### src/verilog/fetchPkg.sv
// Shared widths, address/word/tag/counter typedefs, cache line, fill and response structs
package fetchPkg;

    localparam int ADDR_W = 32;
    localparam int WORD_W = 32;
    localparam int TAG_W  = ADDR_W - 2; // One word per line, drop byte offset
    localparam int CNT_W  = 20;

    typedef logic [ADDR_W-1:0] addrT;  // Byte address or PC
    typedef logic [WORD_W-1:0] wordT;  // Instruction word
    typedef logic [TAG_W-1:0]  tagT;   // Full word address
    typedef logic [CNT_W-1:0]  cntT;   // Hit or miss count

    // Stored cache entry
    typedef struct packed {
        logic valid;
        tagT  tag;
        wordT data;
    } cacheLineT;

    // Word handed to the cache after a memory read
    typedef struct packed {
        addrT pc;
        wordT data;
    } fillT;

    // Registered cache result
    typedef struct packed {
        logic hit;
        addrT pc;
        wordT data;
    } fetchRespT;

    // Tag of a fetch address
    function automatic tagT pcToTag(addrT pc);
        return pc[ADDR_W-1:2];
    endfunction

endpackage

### src/verilog/fetchMissCtrl.sv
`timescale 1ns/1ps
// Fetch FSM: issues lookups, handles misses with a memory read and a cache fill
module fetchMissCtrl (
    input  logic                clk,
    input  logic                RESET,
    input  logic                fetchEnable,
    input  fetchPkg::addrT      pc,
    input  logic                respValid,
    input  fetchPkg::fetchRespT resp,
    output logic                lookup,
    output logic                memReq,
    output fetchPkg::addrT      memAddr,
    input  logic                memValid,
    input  fetchPkg::wordT      memData,
    output logic                fillValid,
    output fetchPkg::fillT      fill
);
    import fetchPkg::*;

    typedef enum logic [1:0] {
        ST_IDLE,
        ST_LOOKUP,    // Lookup issued, waiting for the cache
        ST_MEM_WAIT,  // Memory read outstanding
        ST_FILL       // Fill strobe out, cache answers next
    } stateT;

    stateT state;
    addrT  reqPc;     // PC the cache saw in the lookup cycle

    assign memAddr = reqPc;

    always_ff @(posedge clk) begin
        if (lookup) begin
            reqPc <= pc;
        end
    end

    always_ff @(posedge clk) begin
        if (!RESET) begin
            state     <= ST_IDLE;
            lookup    <= 1'b0;
            memReq    <= 1'b0;
            fillValid <= 1'b0;
        end else begin
            // Strobes default low
            lookup    <= 1'b0;
            memReq    <= 1'b0;
            fillValid <= 1'b0;
            case (state)
                ST_IDLE: begin
                    if (fetchEnable) begin
                        lookup <= 1'b1;
                        state  <= ST_LOOKUP;
                    end
                end
                ST_LOOKUP: begin
                    if (respValid) begin
                        if (!resp.hit) begin
                            memReq <= 1'b1;
                            state  <= ST_MEM_WAIT;
                        end else if (fetchEnable) begin
                            lookup <= 1'b1; // PC has advanced by now
                        end else begin
                            state <= ST_IDLE;
                        end
                    end
                end
                ST_MEM_WAIT: begin
                    if (memValid) begin
                        fillValid <= 1'b1;
                        state     <= ST_FILL;
                    end
                end
                ST_FILL: state <= ST_LOOKUP; // Fill response delivers the word
                default: state <= ST_IDLE;
            endcase
        end
    end

    // Fill payload captured with the memory word
    always_ff @(posedge clk) begin
        if (memValid) begin
            fill.pc   <= reqPc;
            fill.data <= memData;
        end
    end

endmodule

### config.mk
export PLATFORM = sky130hd
export DESIGN_NAME = fetchMissCtrl
export DESIGN_NICKNAME = d
export VERILOG_FILES = /design/src/verilog/fetchPkg.sv /design/src/verilog/fetchMissCtrl.sv
export SDC_FILE = /design/constraint.sdc
export NUM_CORES = 1
export LEC_CHECK = 0
export BUFFER_PORTS_ARGS = -buffer_cell sky130_fd_sc_hd__buf_2
export CAP_MARGIN = 5
export CORE_UTILIZATION = 36
export DETAILED_ROUTE_END_ITERATION = 16
export PLACE_DENSITY_LB_ADDON = 0.25
export SYNTH_ARGS = -nofsm -noshare
export SYNTH_HDL_FRONTEND = slang
export SYNTH_SLANG_ARGS = --single-unit
### constraint.sdc
create_clock -name clk -period 1.5 [get_ports clk]
set_input_delay 0.15 -clock clk [delete_from_list [all_inputs] [get_ports clk]]
set_output_delay 0.15 -clock clk [all_outputs]
set_load 0.02 [all_outputs]
==> results_dict.tcl <==
set metrics [dict create \
    status "finished clean" \
    rsz0062_at_grt "no" \
    slew_viol_final 0 \
    crit_slowest_cell "dfxtp_1" \
    start_kind "flop" \
    max_cap_viol_count 0 \
    fp.dieW_um 95.77 \
    whs_ns 0.03462 \
    cts_buffers 9 \
    critPathKind "flop to flop" \
    cts_tree "built" \
    tns_ns 0 \
    cp.arrival_ns 1.64 \
    hp-start "fetchEnable" \
    layout_commonest_cell "buf_2" \
    insertion_delay_ns 0.35 \
    muxShareOfSynthArea 0.003162 \
    wl_mm 7.228 \
    layout_common_cells "buf_2, edfxtp_1, dlygate4sd3_1" \
    synth_compound_area_frac 0.01265 \
    max_stage_delay_ns 0.36 \
    io_buffers 168 \
    clk_pin_slew_ns 0.09 \
    fin_crit_ns 1.390 \
    gp_congestion 0.7356 \
    power_leakage_nw 2.118 \
    holdCritPathClass "primary input to flop" \
    worstMarginPinSlew_ns 0.2700 \
    pwr_density_cell_nw_per_um2 1188 \
    peakVddDrop_mv 0.5143 \
    wire_per_inst_um 15.00 \
    yosys_warnings 0 \
    dpl.hpwl_mm 4.709 \
    r2r_cells 5 \
    grt_pass1_vias 2037 \
    synth_simple_gate_area_share 0.02253 \
    htreeDepth 3 \
    rrSetupSlack_ns 0.11 \
    cts.sinks 101 \
    area_growth_pct 59.49 \
    crit_path_cell_trace "inv_1, ha_1, or2b_1, and3_1, a31o_1" \
    holdPathStages 3 \
    synth.avg_cell_area_um2 25.32 \
    clockBufferDepth 2 \
    fin_crit_sh 0.9266 \
    grtUsageTotal 0.1516 \
    ys_ff_latch 101 \
    cts_setup_buffers 0 \
    slew_headroom 0.8200 \
    root_buffer "clkbuf_8" \
    synthCells 125 \
    netlist_area_um2 3166 \
    drt_iter0_drc 32 \
    grt_overflow 0 \
    drc_errors 0 \
    die_h_um 95.77 \
    io_pins 233 \
    fin_nets 510 \
    crit_required_ns 1.75 \
    critPathMaxFanout 4 \
    drive_gt1_frac 0.5040 \
    antenna_found_initial 0 \
    start_util 0.3777 \
    worstHoldEndpoint "lookup" \
    synth-adder-area-share 0.01581 \
    detailroute.via_count 2072 \
    grt_max_degree 52 \
    synth_top_family_by_area "simple AND/OR/NAND/NOR gates" \
    row_count 33 \
    yosysSeqAreaShare 0.9423 \
    drtAntennaViolNets 0 \
    dieArea_um2 9172 \
    core_um2 8382 \
    rr_endpoint "state[0]" \
    post_cts_resized 0 \
    grt_pass1_wl_mm 9.880 \
    endpoint_kind "flop" \
    worstReg2RegStart "state[0]" \
    viasPerCell 4.299 \
    firstDrtPassIters 4 \
    utilization 0.6023 \
    n_fill_cell 659 \
    antenna_cells 0 \
    synthXorXnorAreaFrac 0 \
    finClkSkew_ns 0.009719 \
    timing.fmax_mhz 719.5 \
    finalHoldViolCount 0 \
    setup_viol 0 \
    synth.distinct_cells 19 \
    synth_nets 263 \
]
==> worst max-delay path: cells and delay by family, from the launching register on <==
| family | cells | cell delay (ns) |
|---|---|---|
| adders and majority gates | 1 | 0.19 |
| and+or+nand+nor | 2 | 0.45 |
| buffers and inverters | 1 | 0.09 |
| DFF | 1 | 0.36 |
| AOI/OAI and AO/OA | 1 | 0.21 |
==> cells in the mapped netlist <==
cell,n,area [µm²]
and4b_1,1,10.01
mux2i_1,1,10.01
nand2b_4,1,13.76
nand2_1,3,11.26
nand3_1,1,5.000
o2111ai_1,1,8.760
ha_1,4,50.05
nor2b_1,1,6.260
nor2_1,1,3.750
inv_1,3,11.26
a31o_1,1,8.760
a31oi_1,1,6.260
a41oi_1,1,8.760
or2b_1,1,7.510
and3_2,1,7.510
o211ai_1,1,7.510
and3_1,1,6.260
edfxtp_1,96,2883
dfxtp_1,5,100.1
==> what timing repair did <==
action | 4_1_cts | 5_1_grt
endpoints found under the hold margin | 64 | 0
setup endpoints to repair | 0 | 0
hold buffers | 64 | 0
==> power breakdown <==
| group | internal [mW] | switching (mW) | total, mW |
|---|---|---|---|
| Sequential | 3.32 | 0.0719 | 3.39 |
| Combinational | 0.357 | 0.471 | 0.827 |
| Clock | 0.815 | 0.967 | 1.78 |
==> layer usage <==
layer | share of wire | global-route usage | vias to the layer above | wire length [µm]
met5 | 0 | 0 | - | 0
met4 | 0.0066 | 0.05473 | 0 | 48
met3 | 0.088 | 0.05213 | 5 | 639
met2 | 0.52 | 0.2786 | 105 | 3783
met1 | 0.38 | 0.1600 | 975 | 2757
li1 | - | - | 987 | -
==> how the worst max path moves through the flow <==
stage / startpoint / end / slack [ns] / cells after the start
5_1_grt: lookup / lookup / 0.02 / 2
4_1_cts: lookup / lookup / 0.08 / 2
2_1_floorplan: lookup / memAddr[0] / 0.006 / 0
6_report: state[0] / state[0] / 0.11 / 5
3_5_place_dp: state[0] / state[0] / 0.13 / 5
3_3_place_gp: state[0] / state[0] / 0.16 / 5
==> layout make-up <==
class / instances / area (µm²) / share of cell area
clock inverter: 7 / 91.34 / 0.01809
inverter: 3 / 11.26 / 0.002230
sequential: 101 / 2983 / 0.5908
multi-input combinational: 21 / 171.4 / 0.03395
clock buffer: 9 / 123.9 / 0.02454
timing repair buffer: 236 / 1536 / 0.3043
tap: 105 / 131.4 / 0.02602
==> metrics by stage <==
| step | power (mW) | cells | setup slack (ns) | cell area [µm²] |
|---|---|---|---|---|
| 6_report | 5.998 | 482 | 0.1101 | 5049 |
| 2_1_floorplan | 3.801 | 125 | 0.006353 | 3166 |
| 4_1_cts | 6.074 | 482 | 0.07778 | 5049 |
| 3_3_place_gp | 4.141 | 402 | 0.1553 | 4193 |
| 3_5_place_dp | 4.156 | 402 | 0.1306 | 4193 |
| 5_1_grt | 6.265 | 482 | 0.02434 | 5049 |
==> registers in the layout, summed over array words and instances, names as in the netlist <==
signal / flops
memAddr: 32
state: 2
fill: 64
lookup: 1
fillValid: 1
memReq: 1
==> cells by family (layout without fill, tap and decap cells) <==
group,Yosys count,after routing
simple gates,11,11
fa+ha+maj,4,4
buf+inv,3,255
mux,1,1
compound gates,5,5
flops,101,101
Note: power is estimated with default switching activity, not from simulation.
