--- config.mk ---
export PLATFORM = sky130hd
export DESIGN_NAME = pcSequencer
export DESIGN_NICKNAME = d
export VERILOG_FILES = /design/src/verilog/fetchPkg.sv /design/src/verilog/pcSequencer.sv
export SDC_FILE = /design/constraint.sdc
export NUM_CORES = 1
export LEC_CHECK = 0
export BUFFER_PORTS_ARGS = -buffer_cell sky130_fd_sc_hd__clkbuf_2
export CAP_MARGIN = 10
export CORE_MARGIN = 1.5
export CORE_UTILIZATION = 49
export CTS_BUF_LIST = sky130_fd_sc_hd__clkbuf_4 sky130_fd_sc_hd__clkbuf_8 sky130_fd_sc_hd__clkbuf_16
export CTS_CLUSTER_DIAMETER = 30
export CTS_CLUSTER_SIZE = 24
export DETAILED_ROUTE_END_ITERATION = 8
export PLACE_DENSITY = 0.79
export SLEW_MARGIN = 20
export SYNTH_ARGS = -nofsm -noshare
export SYNTH_HDL_FRONTEND = slang
export SYNTH_SLANG_ARGS = --single-unit
--- constraint.sdc ---
create_clock -name clk -period 2.3 [get_ports clk]
set_input_delay 0.46 -clock clk [delete_from_list [all_inputs] [get_ports clk]]
set_output_delay 0.46 -clock clk [all_outputs]
set_load 0.005 [all_outputs]
--- src/verilog/fetchPkg.sv ---
// Shared widths, address/word/tag/counter typedefs, cache line, fill and response structs
package fetchPkg;

    localparam int ADDR_W = 32;
    localparam int WORD_W = 32;
    localparam int TAG_W  = ADDR_W - 2; // One word per line, drop byte offset
    localparam int CNT_W  = 20;

    typedef logic [ADDR_W-1:0] addrT;  // Byte address or PC
    typedef logic [WORD_W-1:0] wordT;  // Instruction word
    typedef logic [TAG_W-1:0]  tagT;   // Full word address
    typedef logic [CNT_W-1:0]  cntT;   // Hit or miss count

    // Stored cache entry
    typedef struct packed {
        logic valid;
        tagT  tag;
        wordT data;
    } cacheLineT;

    // Word handed to the cache after a memory read
    typedef struct packed {
        addrT pc;
        wordT data;
    } fillT;

    // Registered cache result
    typedef struct packed {
        logic hit;
        addrT pc;
        wordT data;
    } fetchRespT;

    // Tag of a fetch address
    function automatic tagT pcToTag(addrT pc);
        return pc[ADDR_W-1:2];
    endfunction

endpackage

--- src/verilog/pcSequencer.sv ---
`timescale 1ns/1ps
// Fetch program counter with sequential increment and redirect
module pcSequencer #(
    parameter fetchPkg::addrT RESET_PC = '0
) (
    input  logic           clk,
    input  logic           RESET,
    input  logic           instrValid,
    input  logic           redirectValid,
    input  fetchPkg::addrT redirectPc,
    output fetchPkg::addrT pc
);
    import fetchPkg::*;

    localparam addrT INSTR_BYTES = addrT'(4);

    addrT pcNext;

    // Redirect beats the increment
    always_comb begin
        if (redirectValid) begin
            pcNext = redirectPc;
        end else if (instrValid) begin
            pcNext = pc + INSTR_BYTES;
        end else begin
            pcNext = pc;  // Hold while a fetch is in flight
        end
    end

    always_ff @(posedge clk) begin
        if (!RESET) begin
            pc <= RESET_PC;
        end else begin
            pc <= pcNext;
        end
    end

endmodule
==> qor.tcl <==
set qor(run_status) {completed}
set qor(final_design_area_no_fill_um2) 2310
set qor(num_rows) 22
set qor(setup-violations-final) 0
set qor(finalWirelength_um) 4920
set qor(clock_latency_ns) 0.28
set qor(router_iterations_before_antenna_repair) 4
set qor(timing.critical_path.from_type) {register}
set qor(die_area_um2) 4180
set qor(power.static_leakage_nw) 0.920
set qor(antenna_cells_inserted) 0
set qor(critical-path-slowest-cell) {sky130_fd_sc_hd__dfxtp_1}
set qor(floorplan.die.width_um) 64.7
set qor(path_clk_slew_ns) 0.06
set qor(global_route.usage.met3_pct) 6.77
set qor(maxSlewViolCount) 0
set qor(p_comb_share_pct) 14.0
set qor(grt_util_all_layers_pct) 25.4
set qor(pwr_density_cell_nw_per_um2) 564
set qor(port-buffer-count) 67
set qor(rrSetupSlack_ns) 0.41
set qor(cts_inserted_buffers) 5
set qor(achievable-frequency_ghz) 0.528
set qor(maximum_number_of_pins_on_one_net_before_global_route_repair) 28
set qor(post_synth_instance_area_um2) 1860
set qor(groute.layer.met1.usage_pct) 33.8
set qor(route.antenna.remaining_nets) 0
set qor(largest_registers) {pc x32}
set qor(cts-root-buf) {sky130_fd_sc_hd__clkbuf_8}
set qor(initial_antenna_violation_count) 0
set qor(power_after_layout_mw) 1.30
set qor(power.switching_fraction_pct) 26.9
set qor(path_buf_inv) 0
set qor(post-route-min-period_ns) 1.89
set qor(syn_inst) 233
set qor(seq_area_frac_synth_pct) 34.4
set qor(pre_cts_slack_ns) 0.434
set qor(cts_max_level) 2
set qor(fin_worst_skew_ns) 0.00277
set qor(synth_area_per_cell_um2) 8.00
set qor(crit_required_ns) 2.50
set qor(core_area_um2) 3660
set qor(place_hpwl_um) 3620
set qor(globalRouteMet2Util_pct) 38.0
set qor(drt_iter0_drc) 113
set qor(routed-via-count) 2043
set qor(actual_transition_at_the_worst_max_transition_pin_ns) 0.549
set qor(rsz0062_at_grt) {no}
set qor(final_net_count) 331
set qor(ys_ff_latch) 32
set qor(synth-main-ff-cell) {sky130_fd_sc_hd__dfxtp_1}
set qor(timing.max_slew.rel_slack_pct) 63.1
set qor(cap_viol_max_count) 0
set qor(io_pins) 68
set qor(area_share_of_the_largest_cell_type_after_synthesis_pct) 34.4
set qor(critical_path_end_type) {register}
set qor(clock_power_share_pct) 36.0
set qor(detailed_place.area_um2) 2220
set qor(hold_viol) 0
set qor(cell_family_with_the_largest_share_of_critical_path_delay) {simple AND/OR/NAND/NOR gates}
set qor(total_switching_power_mw) 0.351
set qor(seqPwrFrac_pct) 50.0
set qor(via_count_of_the_first_global_routing_pass) 1806
set qor(number_of_buffers_inserted_by_hold_repair_at_cts) 0
set qor(grt-ovfl-total) 0
set qor(utilization_pct) 63.2
set qor(post_cts_resize_count) 0
set qor(final_layout_size_suffix_gt1_share_pct) 29.8
set qor(power.ir.vdd_worst_mv) 0.470
set qor(clock_sinks) 32
set qor(die_height_um) 64.7
set qor(syn_nets) 270
set qor(clock_tree.buffer_depth) 2
set qor(fin_tns_setup_ns) 0
set qor(numPlacedInstances) 335
set qor(worst_hold_path_type) {input port to register}
set qor(place_congestion) 0.925
set qor(post_drt_wl_per_cell_um) 14.3
set qor(non_filler_cells_in_the_finished_layout) 343
set qor(cts_tree) {yes}
set qor(yosysTopAreaCell) {sky130_fd_sc_hd__dfxtp_1}
set qor(hold_ws_ns) 0.402
set qor(worst-endpoint-arrival_ns) 2.10
set qor(final_cycle_share_pct) 82.3
set qor(synth_enable_flop_cells) 0
set qor(registers.top_by_ff_count) {pc}
set qor(synth.yosys.warnings) 0
set qor(via_per_inst) 5.96
set qor(synth_cell_types) 44
set qor(drc) 0
set qor(floorplan.initialDensity_pct) 50.9
set qor(grt_pass1_wl_um) 8270
set qor(worst-path-max-fanout) 10
set qor(setup_ws_ns) 0.407
set qor(synthToLayoutAreaGrowth_pct) 24.1
set qor(timing.critical_path.cells) {nand4_1 > or3_1 > or3_1 > a211oi_1}
set qor(critPathMaxStageDelay_ns) 0.51
set qor(synth_top_cells_by_area) {sky130_fd_sc_hd__dfxtp_1, sky130_fd_sc_hd__o21ai_0, sky130_fd_sc_hd__nand4_1}
set qor(timing.setup.critical_path_class) {register to register}
set qor(p_int_mw) 0.953
set qor(asyncSetResetFlopFracSynth_pct) 0
set qor(busiest_layer) {met2}
set qor(post-cts-setup-buffers) 0
set qor(largest_register_ff_count) 32
set qor(most_frequent_cell_on_the_critical_path) {sky130_fd_sc_hd__or3_1}
==> cells in the mapped netlist, drive strengths merged, types with 2 or more instances <==
| cell type | instances |
|---|---|
| buf | 3 |
| nor4 | 8 |
| nor3 | 4 |
| a31oi | 11 |
| dfxtp | 32 |
| xor2 | 5 |
| a21oi | 11 |
| a211oi | 4 |
| xnor2 | 4 |
| and3 | 2 |
| nand2 | 17 |
| or2 | 3 |
| clkbuf | 13 |
| nor3b | 3 |
| and2 | 2 |
| mux2i | 5 |
| o31a | 2 |
| nor2 | 13 |
| and4 | 3 |
| nand3 | 9 |
| o31ai | 8 |
| inv | 4 |
| or4 | 8 |
| or3 | 5 |
| o21ai | 23 |
| nand4 | 18 |
==> power by group through the flow <==
stage	sequential (mW)	clock, mW	combinational (mW)
5_1_grt	0.659	0.506	0.208
3_5_place_dp	0.662	0	0.183
6_report	0.652	0.470	0.183
2_1_floorplan	0.651	0	0.0993
4_1_cts	0.650	0.482	0.184
3_3_place_gp	0.660	0	0.180
==> per-layer routing <==
layer | up-vias | part of all wire, %
met4 | 0 | 1.6
li1 | 1021 | -
met1 | 940 | 46
met2 | 73 | 45
met3 | 9 | 7.0
met5 | - | 0
==> cell type report <==
cell class / instances / area, µm²
inverter: 4 / 15.0
multi-input combinational: 181 / 1140
timing repair buffer: 70 / 358
sequential: 32 / 641
clock buffer: 8 / 97.6
fill: 342 / 1350
tap: 48 / 60.1
==> placed cells by master, fill, tap and decap left out, types with 5 or more instances in the layout <==
cell type,synthesis,layout
sky130_fd_sc_hd__o31ai_1,8,8
sky130_fd_sc_hd__mux2i_1,5,5
sky130_fd_sc_hd__dfxtp_1,32,32
sky130_fd_sc_hd__nor4_1,8,8
sky130_fd_sc_hd__nor2_1,13,13
sky130_fd_sc_hd__nand3_1,8,8
sky130_fd_sc_hd__a21oi_1,11,11
sky130_fd_sc_hd__o21ai_0,23,23
sky130_fd_sc_hd__a31oi_1,11,11
sky130_fd_sc_hd__nand2_1,17,17
sky130_fd_sc_hd__clkbuf_8,0,6
sky130_fd_sc_hd__nand4_1,15,15
sky130_fd_sc_hd__xor2_1,5,5
sky130_fd_sc_hd__clkbuf_2,0,67
sky130_fd_sc_hd__or4_1,8,8
==> worst register-to-register path, stage by stage (launching register included) <==
cell                       delay, ns
sky130_fd_sc_hd__dfxtp_1        0.51
sky130_fd_sc_hd__nand4_1        0.23
sky130_fd_sc_hd__or3_1          0.49
sky130_fd_sc_hd__or3_1          0.40
sky130_fd_sc_hd__a211oi_1       0.19
==> logic make-up (layout without fill, tap and decap cells) <==
kind of cell / Yosys count / after routing / share of synthesized area, %
simple gates: 100 / 100 / 31.5
compound gates: 66 / 66 / 22.1
flops: 32 / 32 / 34.4
buf+inv: 20 / 82 / 4.36
xor+xnor: 9 / 9 / 4.23
mux: 5 / 5 / 2.68
fa+ha+maj: 1 / 1 / 0.671
==> path summary, 6_finish.rpt <==
kind	startpoint	cells after the start	endpoint
max	pc[8]	4	pc[22]
min	redirectPc[6]	3	pc[6]
min reg2reg	pc[1]	2	pc[1]
max reg2reg	pc[8]	4	pc[22]
Power figures use the tool's default switching activity.
