**config.mk**
```make
export PLATFORM = sky130hd
export DESIGN_NAME = instrCacheFully
export DESIGN_NICKNAME = d
export VERILOG_FILES = /design/src/verilog/fetchPkg.sv /design/src/verilog/instrCacheFully.sv
export SDC_FILE = /design/constraint.sdc
export NUM_CORES = 1
export LEC_CHECK = 0
export ABC_AREA = 0
export BUFFER_PORTS_ARGS = -buffer_cell sky130_fd_sc_hd__buf_4
export CAP_MARGIN = 20
export CORE_ASPECT_RATIO = 0.75
export CORE_MARGIN = 2
export CORE_UTILIZATION = 35
export CTS_CLUSTER_DIAMETER = 80
export CTS_CLUSTER_SIZE = 30
export DETAILED_ROUTE_END_ITERATION = 8
export PLACE_DENSITY_LB_ADDON = 0.05
export SYNTH_ARGS = -nofsm -noshare
export SYNTH_HDL_FRONTEND = slang
export SYNTH_SLANG_ARGS = --single-unit
```
**constraint.sdc**
```tcl
create_clock -name clk -period 12.4 [get_ports clk]
set_clock_uncertainty 0.1 [all_clocks]
set_input_delay 1.24 -clock clk [delete_from_list [all_inputs] [get_ports clk]]
set_output_delay 1.24 -clock clk [all_outputs]
set_load 0.02 [all_outputs]
```
**src/verilog/fetchPkg.sv**
```systemverilog
// Shared widths, address/word/tag/counter typedefs, cache line, fill and response structs
package fetchPkg;

    localparam int ADDR_W = 32;
    localparam int WORD_W = 32;
    localparam int TAG_W  = ADDR_W - 2; // One word per line, drop byte offset
    localparam int CNT_W  = 20;

    typedef logic [ADDR_W-1:0] addrT;  // Byte address or PC
    typedef logic [WORD_W-1:0] wordT;  // Instruction word
    typedef logic [TAG_W-1:0]  tagT;   // Full word address
    typedef logic [CNT_W-1:0]  cntT;   // Hit or miss count

    // Stored cache entry
    typedef struct packed {
        logic valid;
        tagT  tag;
        wordT data;
    } cacheLineT;

    // Word handed to the cache after a memory read
    typedef struct packed {
        addrT pc;
        wordT data;
    } fillT;

    // Registered cache result
    typedef struct packed {
        logic hit;
        addrT pc;
        wordT data;
    } fetchRespT;

    // Tag of a fetch address
    function automatic tagT pcToTag(addrT pc);
        return pc[ADDR_W-1:2];
    endfunction

endpackage

```
**src/verilog/instrCacheFully.sv**
```systemverilog
`timescale 1ns/1ps
// Fully associative one-word-per-line instruction cache, FIFO replacement, hit/miss counters
module instrCacheFully #(
    parameter int NUM_ENTRIES = 8
) (
    input  logic                clk,
    input  logic                RESET,
    input  logic                lookup,
    input  fetchPkg::addrT      pc,
    input  logic                fillValid,
    input  fetchPkg::fillT      fill,
    output logic                respValid,
    output fetchPkg::fetchRespT resp,
    output fetchPkg::cntT       cntHit,
    output fetchPkg::cntT       cntMiss
);
    import fetchPkg::*;

    localparam int PTR_W = (NUM_ENTRIES > 1) ? $clog2(NUM_ENTRIES) : 1;
    localparam logic [PTR_W-1:0] LAST_PTR = PTR_W'(NUM_ENTRIES - 1);

    cacheLineT              lines [NUM_ENTRIES];
    logic [PTR_W-1:0]       fifoPtr;    // Oldest entry, next to be replaced
    logic [NUM_ENTRIES-1:0] hitVec;
    logic                   hitAny;
    wordT                   hitData;
    tagT                    lookupTag;

    assign lookupTag = pcToTag(pc);

    // Parallel compare against every entry
    always_comb begin
        hitData = '0;
        for (int i = 0; i < NUM_ENTRIES; i++) begin
            hitVec[i] = lines[i].valid && (lines[i].tag == lookupTag);
            if (hitVec[i]) begin
                hitData = hitData | lines[i].data; // At most one match
            end
        end
    end

    assign hitAny = |hitVec;

    // Entry storage and FIFO pointer
    always_ff @(posedge clk) begin
        if (!RESET) begin
            for (int i = 0; i < NUM_ENTRIES; i++) begin
                lines[i].valid <= 1'b0;
            end
            fifoPtr <= '0;
        end else if (fillValid) begin
            lines[fifoPtr] <= '{valid: 1'b1, tag: pcToTag(fill.pc), data: fill.data};
            if (fifoPtr == LAST_PTR) begin
                fifoPtr <= '0; // Wrap to the first entry
            end else begin
                fifoPtr <= fifoPtr + 1'b1;
            end
        end
    end

    // Response strobe and counters
    always_ff @(posedge clk) begin
        if (!RESET) begin
            respValid <= 1'b0;
            cntHit    <= '0;
            cntMiss   <= '0;
        end else begin
            respValid <= lookup | fillValid;
            if (lookup && !fillValid) begin
                if (hitAny) begin
                    cntHit <= cntHit + 1'b1;
                end else begin
                    cntMiss <= cntMiss + 1'b1;
                end
            end
        end
    end

    // Registered result, fill wins over lookup
    always_ff @(posedge clk) begin
        if (fillValid) begin
            resp.hit  <= 1'b1;
            resp.pc   <= fill.pc;
            resp.data <= fill.data;   // Filled word returned as a hit
        end else if (lookup) begin
            resp.hit  <= hitAny;
            resp.pc   <= pc;
            resp.data <= hitData;     // Zero on a miss
        end
    end

endmodule

```
==> results.md <==
* Outcome: complete, no violations
* Static Leak at 9.05 nW
* Setup crit end: cntHit[18]
* Slowest cell on the critical path: or4_1
* Hpwl dp at 52.3 mm
* Global-route wire length before repair at 110 mm
* Setup WS pre-CTS at 7.20 ns
* Worst Path Required at 12.80 ns
* Mux cell area share after synthesis at 0.0166
* Largest net degree at the start of global routing at 68
* Worst min path class: reg -> reg
* Post-CTS Setup Bufs at 0
* Slew margin rel. at 0.247
* Clock tree root driver cell: clkbuf_16
* Largest family of logic cells by synthesized area: XOR/XNOR gates
* DRT antenna net count at 0
* Worst stage delay on the critical path at roughly 0.63 ns
* Post-CTS sizing at 0
* Buffers and inverters on the worst path at 2
* Number of synthesized flops with an enable pin at 560
* Drt first pass iters at 5
* Final Max Slew Viols at 0
* CP Depth at 10
* Post-Synth XOR/XNOR Area at 0.0938
* FP Rows at 84
* Critical path class: in -> reg
* R2r endpoint: cntHit[18]
* CTS sink cnt at 613
* TritonCTS clock tree: built
* Most common cell after layout, fill and taps aside: edfxtp_1
* Initial antenna violation count at 1
* Final Hold Viols at 0
* Starting density of the core at 0.354
* Clock slew at reported path FFs at 0.09 ns
* Io pins at approximately 210
* P&R area growth vs syn at 15.4%
* I/O Buffers at 205
* Max FO, Critical Path at 33
* Post-synth cell types at 51
* Gr usage total at 0.214
* Max capacitance violation total at 0
* Slew @ Worst Pin at 1.13 ns
* Fin nets at 1838
* Period utilization at 0.376
* Final wirelength at 79.1 mm
* Core Region at 0.0700 sq mm
* Avg Vias per Cell at ~5.4
* VDD IR max at 73.2 uV
* Sequential fraction of the synthesis area at 0.722
* Synth Area in Adders at 0.00202
* Setup ws final at 7.73 ns
* Post-Syn Instances at 1549
* DR vias at 14600
* WL/cell at between 20 and 30 microns
* DRT iter0 DRCs at roughly 1700
* Path depth of the worst reg2reg path at 9
* Die Y at 234 microns
* Fill cells at 6404
* Unrepaired setup endpoints after global routing: false
* Drc violations at 0
* Reg-to-Reg Start: lines[4][33]
* H-tree levels at 2
* Largest delay contributor family on the critical path: simple AND/OR/NAND/NOR gates
* FF+latch count, synth at 613
* CP Capture Type: register
* Crit path from: pc[3]
* Yosys warnings at 0
* Setup-failing EPs final at 0
* Post-Syn Area at roughly 0.025 sq mm
* P per Cell Area at 142 mW/mm^2
* Cts bufs inserted at 35
* TNS Setup at 0 ns
* Max clock buf depth at 3
* Post-synth ARST share at 0
* Simple-gate share of the synthesized area at 0.0792
* Critical Path AT at 5.07 ns
* CP Launch Type: input port
* Commonest cells after routing, fill and taps aside: edfxtp_1, xnor2_1, buf_4, nand4_1, nor2_1
* CP cell instances: buf_4 > xnor2_1 > nand4_1 > or4_1 > nor4_4 > buf_4 > or4_1 > o21ai_1 > or3_1 > a21oi_1
* Top FF cell, synth: edfxtp_1
* Die width at 311 microns
* Syn nets at 1653
* Antenna diodes at 0
* Worst skew pair latency at 0.60 ns
* Die footprint at 0.0729 sq mm
* Period minus WS final at 4.67 ns
* Layout cell share with drive strength beyond 1 at 0.198
* RePlAce Congestion at 0.902
* Vias in the first global route at 13700
* Avg Inst Size Synth at 16.0 sq um
* Pwr Total at approximately 0.004 W
* Synth Area in Compound Gates at 0.0677
* Global route overflow at 0
* R2r setup slk at approximately 8.2 ns
* Fmax at 0.214 GHz
* Hold-fix buffers, CTS at 0
flip-flops by register name (all words and copies together), names as in the netlist:
register / flops
cntMiss: 20
resp: 65
lines: 504
respValid: 1
cntHit: 20
fifoPtr: 3
power by group:
group | leakage (nW) | switching, W | internal, W | total, W
clock network | 0.615 | 0.000756 | 0.000665 | 0.00142
logic | 2.87 | 0.000208 | 0.0000987 | 0.000306
registers | 5.57 | 0.0000167 | 0.00230 | 0.00232
total | 9.05 | 0.000980 | 0.00306 | 0.00404
metrics by stage:
step | instances | instance area (sq um) | util | hold slack (ns)
2_1_floorplan | 1549 | 24700 | - | 0.348
3_3_place_gp | 2642 | 27300 | 0.389 | 0.352
3_5_place_dp | 2643 | 27300 | 0.390 | 0.365
4_1_cts | 2706 | 28600 | 0.408 | 0.388
5_1_grt | 2706 | 28600 | 0.408 | 0.398
6_report | 2706 | 28600 | 0.408 | 0.390
logic make-up after synthesis:
kind of cell,Yosys count
buffers and inverters,84
xor gates and xnor gates,265
muxes,37
adders and majority gates,4
and+or+nand+nor,333
DFF,613
AOI/OAI and AO/OA,213
synth_stat cells (4+ instances only):
library cell,instances,area (sq um)
edfxtp_1,560,16800
xnor2_1,229,2010
nand4_1,104,651
nor2_1,78,293
a221oi_1,64,561
a22o_1,64,561
dfxtp_1,53,1060
clkbuf_1,37,139
xor2_1,36,315
a31oi_1,32,200
mux2_2,32,360
buf_4,29,218
nand2_1,29,109
nand3_1,22,110
nor4_1,21,131
a21oi_1,14,70.1
or4_1,14,105
and3_1,10,62.6
nor4b_1,10,87.6
o21ai_0,9,45.0
or3_1,9,56.3
a21o_1,8,60.1
o211ai_1,8,60.1
buf_1,6,22.5
buf_2,6,30.0
nor3_1,6,30.0
nor4_4,6,128
mux2i_1,5,50.1
nand2b_1,5,31.3
o2111ai_1,5,43.8
and2_1,4,25.0
ha_1,4,50.1
o31ai_1,4,30.0
cell type report:
class	instances	area, sq um	share of cell area
Clock buffer	39	933	0.0327
Clock inverter	24	353	0.0124
Inverter	3	11.3	0.000394
Multi-Input combinational cell	852	6470	0.227
Sequential cell	613	17900	0.626
Tap cell	946	1180	0.0414
Timing Repair Buffer	229	1730	0.0606
per-layer routing:
metal  GRT usage  vias to the layer above  routed length, microns
met1       0.331                     7557                   39000
met5           0                        -                      16
met4      0.0328                        2                     848
met2       0.305                      519                   33100
li1            -                     6455                       -
met3      0.0539                       55                    6160
how the worst min path moves through the flow:
stage	startpoint	endpoint	slack (ns)	cells past startpoint
CTS	resp[64]	resp[64]	0.39	1
detailed placement	resp[64]	resp[64]	0.36	1
finish	resp[64]	resp[64]	0.39	1
global placement	resp[64]	resp[64]	0.35	1
global route	resp[64]	resp[64]	0.40	1
floorplan	lines[0][62]	lines[0][62]	0.35	1
(Power assumes the default switching activity.)
